`config.mk`:
```
export PLATFORM = sky130hd
export DESIGN_NAME = uart_loopback_top
export DESIGN_NICKNAME = d
export VERILOG_FILES = /design/src/uart_link_pkg.sv /design/src/loopback_tester.sv /design/src/uart_loopback_top.sv /design/src/uart_rx.sv /design/src/uart_tx.sv
export VERILOG_INCLUDE_DIRS = /design/src
export SDC_FILE = /design/constraint.sdc
export NUM_CORES = 1
export LEC_CHECK = 0
export ABC_AREA = 1
export BUFFER_PORTS_ARGS = -buffer_cell sky130_fd_sc_hd__buf_2
export CORE_MARGIN = 3
export CORE_UTILIZATION = 30
export DETAILED_ROUTE_END_ITERATION = 6
export SLEW_MARGIN = 10
export SYNTH_ARGS = -nofsm -noshare
export SYNTH_HDL_FRONTEND = slang
export SYNTH_HIERARCHICAL = 1
export SYNTH_SLANG_ARGS = --single-unit
```
`constraint.sdc`:
```
create_clock -name clk -period 6.42 [get_ports clk]
set_input_delay 0.321 -clock clk [delete_from_list [all_inputs] [get_ports clk]]
set_output_delay 0.321 -clock clk [all_outputs]
set_load 0.01 [all_outputs]
```
`src/uart_link_consts.svh`:
```
// Timing and credit constants for the UART loopback self-test.
`ifndef UART_LINK_CONSTS_SVH
`define UART_LINK_CONSTS_SVH

// Clock cycles per serial bit.
`define CLKS_PER_BIT 8

// Phase lengths in clock cycles.
`define INIT_CYCLES 40
`define SEND_CYCLES 600
`define WAIT_CYCLES 40

// One credit per transmit slot.
`define TX_CREDITS 1

`endif

```
`src/uart_link_pkg.sv`:
```
// Shared state and command types for the UART loopback self-test.
package uart_link_pkg;

    // ========================================
    // Self-test phases
    // ========================================
    typedef enum logic [1:0] {
        INIT,        // LEDs off, line idle.
        UART_SEND,   // Bytes issued against credits.
        END_TX,      // Single cycle between send and wait.
        WAIT         // Quiet line before the next round.
    } tester_state_e;

    // Command bytes sent in rotation.
    typedef enum logic [7:0] {
        CMD_TURN_ON  = 8'hAA,
        CMD_TURN_OFF = 8'h55,
        CMD_TOGGLE   = 8'hC3
    } uart_cmd_e;

    // ========================================
    // Serial framing states
    // ========================================
    typedef enum logic [2:0] {
        TX_IDLE, TX_START, TX_DATA, TX_PARITY, TX_STOP
    } tx_state_e;

    typedef enum logic [2:0] {
        RX_IDLE, RX_START, RX_DATA, RX_PARITY, RX_STOP
    } rx_state_e;

endpackage

```
`src/loopback_tester.sv`:
```
// Self-test phase machine that sends command bytes on credit and checks their echoes.
`include "uart_link_consts.svh"

module loopback_tester (
    input  logic       clk,
    input  logic       reset,
    input  logic       rx_done,
    input  logic [7:0] data_received,
    input  logic       parity_error,
    input  logic       tx_credit,
    output logic       start_tx,
    output logic [7:0] data_to_tx,
    output logic       led_red,
    output logic       led_green,
    output logic       led_blue
);

    localparam int PHASE_W = $clog2(`INIT_CYCLES + `SEND_CYCLES + `WAIT_CYCLES);
    localparam logic [PHASE_W-1:0] INIT_LAST = PHASE_W'(`INIT_CYCLES - 1);
    localparam logic [PHASE_W-1:0] SEND_LAST = PHASE_W'(`SEND_CYCLES - 1);
    localparam logic [PHASE_W-1:0] WAIT_LAST = PHASE_W'(`WAIT_CYCLES - 1);
    localparam int CREDIT_W = $clog2(`TX_CREDITS + 1);
    localparam logic [CREDIT_W-1:0] CREDIT_INIT = CREDIT_W'(`TX_CREDITS);
    localparam logic LED_ON  = 1'b0;
    localparam logic LED_OFF = 1'b1;

    uart_link_pkg::tester_state_e state;
    uart_link_pkg::uart_cmd_e     cmd;         // Next byte of the rotation.
    logic [PHASE_W-1:0]  phase_cnt;
    logic [CREDIT_W-1:0] credits;
    logic [7:0]          expected;             // Last byte issued.
    logic                echo_valid;

    // No issue on the last send cycle, so every frame starts inside UART_SEND.
    assign start_tx   = (state == uart_link_pkg::UART_SEND) && (credits != '0) &&
                        (phase_cnt != SEND_LAST);
    assign data_to_tx = cmd;
    assign echo_valid = rx_done && (state == uart_link_pkg::UART_SEND ||
                                    state == uart_link_pkg::END_TX);

    // ========================================
    // Phase sequencing
    // ========================================
    always_ff @(posedge clk) begin
        if (reset) begin
            state     <= uart_link_pkg::INIT;
            phase_cnt <= '0;
        end else begin
            phase_cnt <= phase_cnt + 1'b1;
            case (state)
                uart_link_pkg::INIT: begin
                    if (phase_cnt == INIT_LAST) begin
                        state     <= uart_link_pkg::UART_SEND;
                        phase_cnt <= '0;
                    end
                end
                uart_link_pkg::UART_SEND: begin
                    if (phase_cnt == SEND_LAST) begin
                        state     <= uart_link_pkg::END_TX;
                        phase_cnt <= '0;
                    end
                end
                uart_link_pkg::END_TX: begin
                    state     <= uart_link_pkg::WAIT;
                    phase_cnt <= '0;
                end
                default: begin
                    if (phase_cnt == WAIT_LAST) begin
                        state     <= uart_link_pkg::INIT;   // Restart the cycle.
                        phase_cnt <= '0;
                    end
                end
            endcase
        end
    end

    // Credits come back even after UART_SEND, from a frame still in flight.
    always_ff @(posedge clk) begin
        if (reset) begin
            credits <= CREDIT_INIT;
        end else begin
            case ({start_tx, tx_credit})
                2'b10:   credits <= credits - 1'b1;
                2'b01:   credits <= credits + 1'b1;
                default: credits <= credits;
            endcase
        end
    end

    always_ff @(posedge clk) begin
        if (reset || state == uart_link_pkg::INIT) begin
            cmd <= uart_link_pkg::CMD_TURN_ON;      // Rotation restarts each round.
        end else if (start_tx) begin
            case (cmd)
                uart_link_pkg::CMD_TURN_ON:  cmd <= uart_link_pkg::CMD_TURN_OFF;
                uart_link_pkg::CMD_TURN_OFF: cmd <= uart_link_pkg::CMD_TOGGLE;
                default:                     cmd <= uart_link_pkg::CMD_TURN_ON;
            endcase
        end
    end

    always_ff @(posedge clk) begin
        if (start_tx) begin
            expected <= cmd;
        end
    end

    // ========================================
    // LED indication (active low)
    // ========================================
    always_ff @(posedge clk) begin
        if (reset || state == uart_link_pkg::INIT) begin
            led_red   <= LED_OFF;
            led_green <= LED_OFF;
            led_blue  <= LED_OFF;
        end else begin
            led_blue <= (state == uart_link_pkg::UART_SEND) ? LED_ON : LED_OFF;
            if (echo_valid) begin
                if (data_received == expected && !parity_error) begin
                    led_red <= ~led_red;            // Good echo.
                end else begin
                    led_red   <= LED_OFF;
                    led_green <= LED_ON;            // Held until INIT.
                end
            end
        end
    end

endmodule

```
`src/uart_loopback_top.sv`:
```
// Top level of the UART loopback self-test with the tester, transmitter and receiver.
module uart_loopback_top (
    input  logic clk,
    input  logic reset,
    input  logic rx,
    output logic tx,
    output logic tx_busy,
    output logic rx_done,
    output logic parity_error,
    output logic led_red,
    output logic led_green,
    output logic led_blue
);

    logic       start_tx;
    logic [7:0] data_to_tx;
    logic       tx_credit;
    logic [7:0] data_received;

    loopback_tester tester (
        .clk           (clk),
        .reset         (reset),
        .rx_done       (rx_done),
        .data_received (data_received),
        .parity_error  (parity_error),
        .tx_credit     (tx_credit),
        .start_tx      (start_tx),
        .data_to_tx    (data_to_tx),
        .led_red       (led_red),
        .led_green     (led_green),
        .led_blue      (led_blue)
    );

    uart_tx transmitter (
        .clk        (clk),
        .reset      (reset),
        .start_tx   (start_tx),
        .data_to_tx (data_to_tx),
        .tx         (tx),
        .tx_busy    (tx_busy),         // Test pin.
        .tx_credit  (tx_credit)
    );

    uart_rx receiver (
        .clk           (clk),
        .reset         (reset),
        .rx            (rx),           // Looped back off chip.
        .data_received (data_received),
        .rx_done       (rx_done),
        .parity_error  (parity_error)
    );

endmodule

```
`src/uart_rx.sv`:
```
// Serial receiver that samples at bit centers and checks parity and the stop bit.
`include "uart_link_consts.svh"

module uart_rx (
    input  logic       clk,
    input  logic       reset,
    input  logic       rx,
    output logic [7:0] data_received,
    output logic       rx_done,
    output logic       parity_error
);

    localparam int CNT_W = $clog2(`CLKS_PER_BIT);
    localparam logic [CNT_W-1:0] BIT_LAST  = CNT_W'(`CLKS_PER_BIT - 1);
    localparam logic [CNT_W-1:0] HALF_LAST = CNT_W'(`CLKS_PER_BIT / 2 - 1);

    uart_link_pkg::rx_state_e state;
    logic             rx_meta;
    logic             rx_sync;
    logic [CNT_W-1:0] bit_cnt;
    logic [2:0]       bit_idx;
    logic             parity_bad;    // Parity of the frame in progress.
    logic             sample;

    // Full bit period from the start-bit center lands on each later center.
    assign sample = (bit_cnt == BIT_LAST);

    // ========================================
    // Input synchronizer
    // ========================================
    always_ff @(posedge clk) begin
        if (reset) begin
            rx_meta <= 1'b1;
            rx_sync <= 1'b1;
        end else begin
            rx_meta <= rx;
            rx_sync <= rx_meta;
        end
    end

    // ========================================
    // Frame state machine
    // ========================================
    always_ff @(posedge clk) begin
        if (reset) begin
            state        <= uart_link_pkg::RX_IDLE;
            bit_cnt      <= '0;
            bit_idx      <= '0;
            rx_done      <= 1'b0;
            parity_error <= 1'b0;
        end else begin
            rx_done <= 1'b0;
            case (state)
                uart_link_pkg::RX_IDLE: begin
                    bit_cnt <= '0;
                    if (!rx_sync) begin
                        state <= uart_link_pkg::RX_START;   // Falling edge.
                    end
                end
                uart_link_pkg::RX_START: begin
                    if (bit_cnt == HALF_LAST) begin
                        bit_cnt <= '0;
                        bit_idx <= '0;
                        if (!rx_sync) begin
                            state <= uart_link_pkg::RX_DATA;
                        end else begin
                            state <= uart_link_pkg::RX_IDLE;    // Glitch.
                        end
                    end else begin
                        bit_cnt <= bit_cnt + 1'b1;
                    end
                end
                uart_link_pkg::RX_DATA: begin
                    if (sample) begin
                        bit_cnt <= '0;
                        if (bit_idx == 3'd7) begin
                            state <= uart_link_pkg::RX_PARITY;
                        end else begin
                            bit_idx <= bit_idx + 3'd1;
                        end
                    end else begin
                        bit_cnt <= bit_cnt + 1'b1;
                    end
                end
                uart_link_pkg::RX_PARITY: begin
                    if (sample) begin
                        bit_cnt <= '0;
                        state   <= uart_link_pkg::RX_STOP;
                    end else begin
                        bit_cnt <= bit_cnt + 1'b1;
                    end
                end
                uart_link_pkg::RX_STOP: begin
                    if (sample) begin
                        bit_cnt <= '0;
                        state   <= uart_link_pkg::RX_IDLE;
                        if (rx_sync) begin                 // Framing error drops it.
                            rx_done      <= 1'b1;
                            parity_error <= parity_bad;
                        end
                    end else begin
                        bit_cnt <= bit_cnt + 1'b1;
                    end
                end
                default: begin
                    state <= uart_link_pkg::RX_IDLE;
                end
            endcase
        end
    end

    // Data arrives LSB first into the top of the register.
    always_ff @(posedge clk) begin
        if (state == uart_link_pkg::RX_DATA && sample) begin
            data_received <= {rx_sync, data_received[7:1]};
        end
        if (state == uart_link_pkg::RX_PARITY && sample) begin
            parity_bad <= rx_sync ^ (^data_received);   // Even parity check.
        end
    end

endmodule

```
`src/uart_tx.sv`:
```
// Serial transmitter that frames each byte with even parity and returns a credit per frame.
`include "uart_link_consts.svh"

module uart_tx (
    input  logic       clk,
    input  logic       reset,
    input  logic       start_tx,
    input  logic [7:0] data_to_tx,
    output logic       tx,
    output logic       tx_busy,
    output logic       tx_credit
);

    localparam int CNT_W = $clog2(`CLKS_PER_BIT);
    localparam logic [CNT_W-1:0] BIT_LAST = CNT_W'(`CLKS_PER_BIT - 1);

    uart_link_pkg::tx_state_e state;
    logic [CNT_W-1:0] bit_cnt;     // Cycle within the current bit.
    logic [2:0]       bit_idx;     // Data bit on the line.
    logic [7:0]       shift_reg;
    logic             parity_bit;
    logic             bit_end;

    assign bit_end   = (bit_cnt == BIT_LAST);
    assign tx_busy   = (state != uart_link_pkg::TX_IDLE);
    assign tx_credit = (state == uart_link_pkg::TX_STOP) && bit_end;   // Last stop cycle.

    // ========================================
    // Frame sequencer
    // ========================================
    always_ff @(posedge clk) begin
        if (reset) begin
            state   <= uart_link_pkg::TX_IDLE;
            bit_cnt <= '0;
            bit_idx <= '0;
            tx      <= 1'b1;                  // Idle line.
        end else begin
            if (state == uart_link_pkg::TX_IDLE || bit_end) begin
                bit_cnt <= '0;
            end else begin
                bit_cnt <= bit_cnt + 1'b1;
            end

            case (state)
                uart_link_pkg::TX_IDLE: begin
                    if (start_tx) begin
                        tx    <= 1'b0;        // Start bit.
                        state <= uart_link_pkg::TX_START;
                    end
                end
                uart_link_pkg::TX_START: begin
                    if (bit_end) begin
                        tx      <= shift_reg[0];
                        bit_idx <= '0;
                        state   <= uart_link_pkg::TX_DATA;
                    end
                end
                uart_link_pkg::TX_DATA: begin
                    if (bit_end) begin
                        if (bit_idx == 3'd7) begin
                            tx    <= parity_bit;
                            state <= uart_link_pkg::TX_PARITY;
                        end else begin
                            tx      <= shift_reg[0];
                            bit_idx <= bit_idx + 3'd1;
                        end
                    end
                end
                uart_link_pkg::TX_PARITY: begin
                    if (bit_end) begin
                        tx    <= 1'b1;        // Stop bit.
                        state <= uart_link_pkg::TX_STOP;
                    end
                end
                uart_link_pkg::TX_STOP: begin
                    if (bit_end) begin
                        state <= uart_link_pkg::TX_IDLE;
                    end
                end
                default: begin
                    tx    <= 1'b1;
                    state <= uart_link_pkg::TX_IDLE;
                end
            endcase
        end
    end

    // LSB leaves first, so the register shifts right at each bit boundary.
    always_ff @(posedge clk) begin
        if (state == uart_link_pkg::TX_IDLE && start_tx) begin
            shift_reg  <= data_to_tx;
            parity_bit <= ^data_to_tx;        // Even parity.
        end else if (bit_end && (state == uart_link_pkg::TX_START ||
                                 state == uart_link_pkg::TX_DATA)) begin
            shift_reg <= {1'b0, shift_reg[7:1]};
        end
    end

endmodule
```
; Word level (Yosys, flattened, before mapping)
; Index checks and enable logic that the tools add are counted.
; Widths: inputs -> output; s select.
[totals]
mem_count = 0
ff_bits = 73
ram_bits = 0
in_bits = 3
rom_bits = 0
word_cells = 157
latchBits = 0
output_inout_bits = 7
[op_classes]
order_cmp = 0
reduce_logical = 37
n_bitwise = 6
n_div = 0
eq_ne = 39
n_mux = 45
multipliers = 0
addsub = 7
shift = 0
[op_table]
columns = op, count
row1 = $mux 3, 19
row2 = $pmux 3 s5, 2
row3 = $ne 2x1->1 const B, 11
row4 = $mux 10, 2
row5 = $pmux 10 s2, 1
row6 = $eq 3x3->1 const B, 6
row7 = $mux 8, 2
row8 = $pmux 8 s2, 1
row9 = $reduce_xor 8->1, 2
row10 = $eq 3x2->1 const B, 5
row11 = $add 3x1->3 const B, 4
row12 = $pmux 3 s2, 2
row13 = $reduce_and 6->1, 2
row14 = $add 10x1->10 const B, 1
row15 = $eq 10x10->1 const B, 1
row16 = $eq 10x6->1 const B, 1
row17 = $ne 10x10->1 const B, 1
row18 = $ne 2x2->1 const B, 5
row19 = $logic_and 1x1->1, 9
row20 = $pmux 3 s3, 1
row21 = $reduce_bool 3->1, 3
row22 = $eq 8x7->1 const B, 1
row23 = $eq 8x8->1, 1
row24 = $eq 8x8->1 const B, 1
row25 = 23 further kinds, 50

; Longest topological paths before layout
[logic_depth]
word_depth = 5
mapped_depth = 12
depth_no_buf = 12

; Modules after synthesis
; Netlist, hierarchy kept.
[by_module_without_submodules]
columns = module, seq_area_each_um2, area_each_um2, instances, cells_per_inst
row1 = loopback_tester, 520.5, 1271.2, 1, 169
row2 = uart_rx, 530.5, 1241.2, 1, 138
row3 = uart_tx, 470.5, 1039.7, 1, 132

; Worst setup path after synthesis
; No wires, ideal clock.
[synth_timing]
path_kind = register -> register
from = reg receiver.bit_cnt[0]
to = reg receiver.data_received[0] (enable)
stages_incl_launch_ff = 5
arrival_ns = 1.625
t_required_ns = 6.025
path_buffers = 0
setup_slack_ns = 4.400
period_less_slack_ns = 2.020
path_cell_list = dfxtp_1 > ha_1 > ha_1 > inv_1 > nor4_1
[synth_between]
elab_chain_len = 2
[synth_rtl]
columns = element, line_no
row1 = start: declaration, uart_rx.sv:20  ; logic [CNT_W-1:0] bit_cnt;
row2 = start signal: assignment, uart_rx.sv:70  ; bit_cnt <= bit_cnt + 1'b1;
row3 = start signal: assignment, uart_rx.sv:82  ; bit_cnt <= bit_cnt + 1'b1;
row4 = start signal: assignment, uart_rx.sv:90  ; bit_cnt <= bit_cnt + 1'b1;
row5 = $eq 3x3->1, uart_rx.sv:26  ; assign sample = (bit_cnt == BIT_LAST);
row6 = $logic_and 1x1->1, uart_rx.sv:114  ; if (state == uart_link_pkg::RX_DATA && sample) begin
row7 = end signal: assignment, uart_rx.sv:115  ; data_received <= {rx_sync, data_received[7:1]};
row8 = end: declaration, uart_rx.sv:8  ; output logic [7:0] data_received,
; No other way between the ends.
; A chain may end at the register's enable or synchronous reset.

; Final worst setup path
[layout_timing]
from = reg tester.phase_cnt[0]
to = reg transmitter.shift_reg[7] (enable)
[layout_between]
elab_chain_len = 4
[layout_rtl]
columns = element, line_no
row1 = start: declaration, loopback_tester.sv:29  ; logic [PHASE_W-1:0] phase_cnt;
row2 = start signal: assignment, loopback_tester.sv:49  ; phase_cnt <= phase_cnt + 1'b1;
row3 = $ne 10x10->1, loopback_tester.sv:36  ; (phase_cnt != SEND_LAST);
row4 = $logic_and 1x1->1, loopback_tester.sv:35  ; assign start_tx = (state == uart_link_pkg::UART_SEND) && (credits != '0) &&
row5 = net start_tx, uart_loopback_top.sv:15  ; logic start_tx;
row6 = $logic_and 1x1->1, uart_tx.sv:90  ; if (state == uart_link_pkg::TX_IDLE && start_tx) begin
row7 = $reduce_bool 2->1 (no line), -
row8 = end signal: assignment, uart_tx.sv:91  ; shift_reg <= data_to_tx;
row9 = end signal: assignment, uart_tx.sv:95  ; shift_reg <= {1'b0, shift_reg[7:1]};
row10 = end: declaration, uart_tx.sv:20  ; logic [7:0] shift_reg;
; The timed path passes the listed nets, and every way through them passes these cells.

==> out/results.txt <==
IO Port Bufs: 9
Starting Density: 0.308
Root Buffer: clkbuf_16
WHS: 0.187 ns
DIE AREA: 0.0132 mm2
Die Y: 115 um
Clock latency on the worst-skew pair: 0.32 ns
Via/cell ratio: 4.37
Normalized max-slew margin: 0.620
Place WS: 4.38 ns
Post-CTS setup buffers: 0
Global-route wire length before repair: 11,100 um
# H-tree levels: 3
Min-delay src: rx
Ant diodes: 0
Startpoint Class: flop
Antenna violations before repair: 0
Pre-antenna DRT Iters: 4
Achievable clock frequency: 488 MHz
Post-CTS Hold Buffers: 0
Horiz. Die Dim: 115 um
Worst Slack Setup Final: 4.37 ns
Core area: 0.0115 mm2
Clock power frac: 0.394
Worst-path fanout max: 10
Grt ovf: 0
Final total power: 0.00114 W
CP Data Required Time: 6.41 ns
Via Count: 2,623
Largest register FFs: 10
Layout area overhead: 12.4%
Vias in the first global route: 2,517
Fin crit period: 2.05 ns
Initial DRC Count: 176
Fin. Hold Viols: 0
FP Rows: 39
Status: finished clean
R2R setup slack: 4.37 ns
Clk_skew: 0.00430 ns
Ports: 10
Global Route Usage Sum: 0.104
DRC viols: 0
CP endpoint kind: flop
Worst hold path endpoint: receiver/rx_meta
CTS tree: done
Max_cap viols: 0
Final Instance Area: 0.00399 mm2
Final setup TNS: 0 ns
Synthesized Nets: 458
Reg2Reg Capture Point: transmitter/shift_reg[7]
EDFF count, synth: 22
Actual slew at the worst max-slew pin: 0.569 ns
Layout Nets: 471
CTS Sinks: 65
Yosys cell types: 38
Number of routed nets with antenna violations: 0
Hold depth: 2
DR WL/cell: 10.2 um
RSZ-0062 raised after global routing: false
Clk slew on worst S/H paths: 0.05 ns
Placed Area: 0.00371 mm2
Setup violators final: 0
Worst r2r path cells: 8
Sequential share of the synthesized area: 0.428
Fin crit share: 0.319
PwrDens: 285 mW/mm2
Pint: 0.000814 W
Worst r2r src: tester/phase_cnt[0]
GPL Wtd Cong: 0.817
Net Sw Frac: 0.285
CTS Buffer Depth: 2
Async SR Flop Fraction: 0
Post-Syn Instances: 439
Net Sw Power: 0.000324 W
Layout cell share with drive strength beyond 1: 0.144
Lkg Pwr: 1.79 nW
Hold Path Class: primary input to flop
Ys flop type: dfxtp_1
Hpwl dp: 4620 um
Cts repair resizes: 0
Data arrival, critical path: 2.04 ns
#FFs+latches synth: 65
Mapped Area: 0.00355 mm2
Slew Viols, Final: 0
Yosys warning total: 6
Num CTS Buffers: 9
Seq pwr share: 0.421
Largest net degree at the start of global routing: 12
Worst vdd ir: 125 uV
Crit Path Category: flop to flop
Routed wire length: 6110 um
Syn avg cell area: 8.09 um2
Combinational power share: 0.185
Fillers: 1,170
worst max path at each step:
stage	start	endpoint	slack, ns	cells after the start
2_1_floorplan	receiver/bit_cnt[0]	receiver/data_received[0]	4.40	4
3_3_place_gp	tester/phase_cnt[0]	transmitter/shift_reg[2]	4.45	8
3_5_place_dp	tester/phase_cnt[0]	transmitter/shift_reg[3]	4.38	8
4_1_cts	tester/phase_cnt[0]	transmitter/shift_reg[2]	4.36	8
5_1_grt	tester/phase_cnt[0]	transmitter/shift_reg[2]	4.15	8
6_report	tester/phase_cnt[0]	transmitter/shift_reg[7]	4.37	8
through the flow:
stage          instances  utilization
2_1_floorplan        439            -
3_3_place_gp         584        0.323
3_5_place_dp         584        0.323
4_1_cts              600        0.347
5_1_grt              600        0.347
6_report             600        0.347
routing by layer:
metal	vias up	routed length (um)	track usage
met3	7	128	0.0268
met4	0	76	0.0321
li1	1412	-	-
met2	9	2980	0.176
met1	1195	2920	0.129
met5	-	0	0
cell families (layout without fill, tap and decap cells):
logic type / count (synthesis) / count (layout) / synth area share
adders and majority gates: 16 / 16 / 0.0564
xor gates and xnor gates: 21 / 21 / 0.0518
buffers and inverters: 68 / 86 / 0.0842
and+or+nand+nor: 238 / 238 / 0.327
AOI/OAI and AO/OA: 31 / 31 / 0.0521
DFF: 65 / 65 / 0.428
synthesized netlist by cell type (2+ instances only):
library cell | n | share of area
nand2_4 | 2 | 0.0063
xor2_1 | 10 | 0.025
dfxtp_1 | 43 | 0.24
a21oi_1 | 14 | 0.020
or2_2 | 3 | 0.0053
nor2_1 | 52 | 0.055
buf_6 | 3 | 0.0095
nor2_2 | 8 | 0.014
ha_1 | 16 | 0.056
o21ai_0 | 11 | 0.015
buf_4 | 4 | 0.0085
o21bai_1 | 2 | 0.0042
nand3_4 | 2 | 0.0099
nand3b_1 | 5 | 0.011
nand4_1 | 3 | 0.0053
nor2_8 | 2 | 0.011
inv_2 | 5 | 0.0053
edfxtp_1 | 22 | 0.19
nor3_1 | 3 | 0.0042
nand3_2 | 5 | 0.014
inv_1 | 54 | 0.057
nand2_2 | 9 | 0.016
xnor2_1 | 11 | 0.027
nand3_1 | 21 | 0.030
nand2_1 | 116 | 0.12
critical path: stages (launching register included):
cell,delay (ns)
dfxtp_1,0.32
ha_1,0.23
nand2_2,0.12
nor2_1,0.05
nand3_1,0.16
nand2_1,0.12
inv_1,0.21
nand2_2,0.19
nand2_1,0.31
cell usage in the layout (no fill, tap or decap), types with 8 or more instances in the layout:
cell type / count
nand2_1: 116
nor2_1: 52
nand3_1: 21
a21oi_1: 14
clkbuf_16: 10
edfxtp_1: 22
inv_1: 54
dfxtp_1: 43
xor2_1: 10
o21ai_0: 11
nand2_2: 9
ha_1: 16
xnor2_1: 11
nor2_2: 8
buf_2: 9
power groups by stage:
stage | clock [W] | combinational, W | sequential (W)
floorplan | 0 | 0.000219 | 0.000463
global placement | 0 | 0.000206 | 0.000487
detailed placement | 0 | 0.000214 | 0.000488
CTS | 0.000462 | 0.000215 | 0.000479
global route | 0.000484 | 0.000243 | 0.000484
finish | 0.000448 | 0.000211 | 0.000479
cell type report:
| cell class | instances | area [um2] | area share |
|---|---|---|---|
| clock buffers | 13 | 262 | 0.0655 |
| repair buffers | 10 | 52.6 | 0.0132 |
| well taps | 143 | 179 | 0.0448 |
| flip-flops and latches | 65 | 1520 | 0.381 |
| clock inverters | 3 | 15.0 | 0.00376 |
| multi-input cells | 306 | 1730 | 0.434 |
| inverters | 60 | 230 | 0.0577 |
No activity file was read; power rests on OpenSTA's default activity.
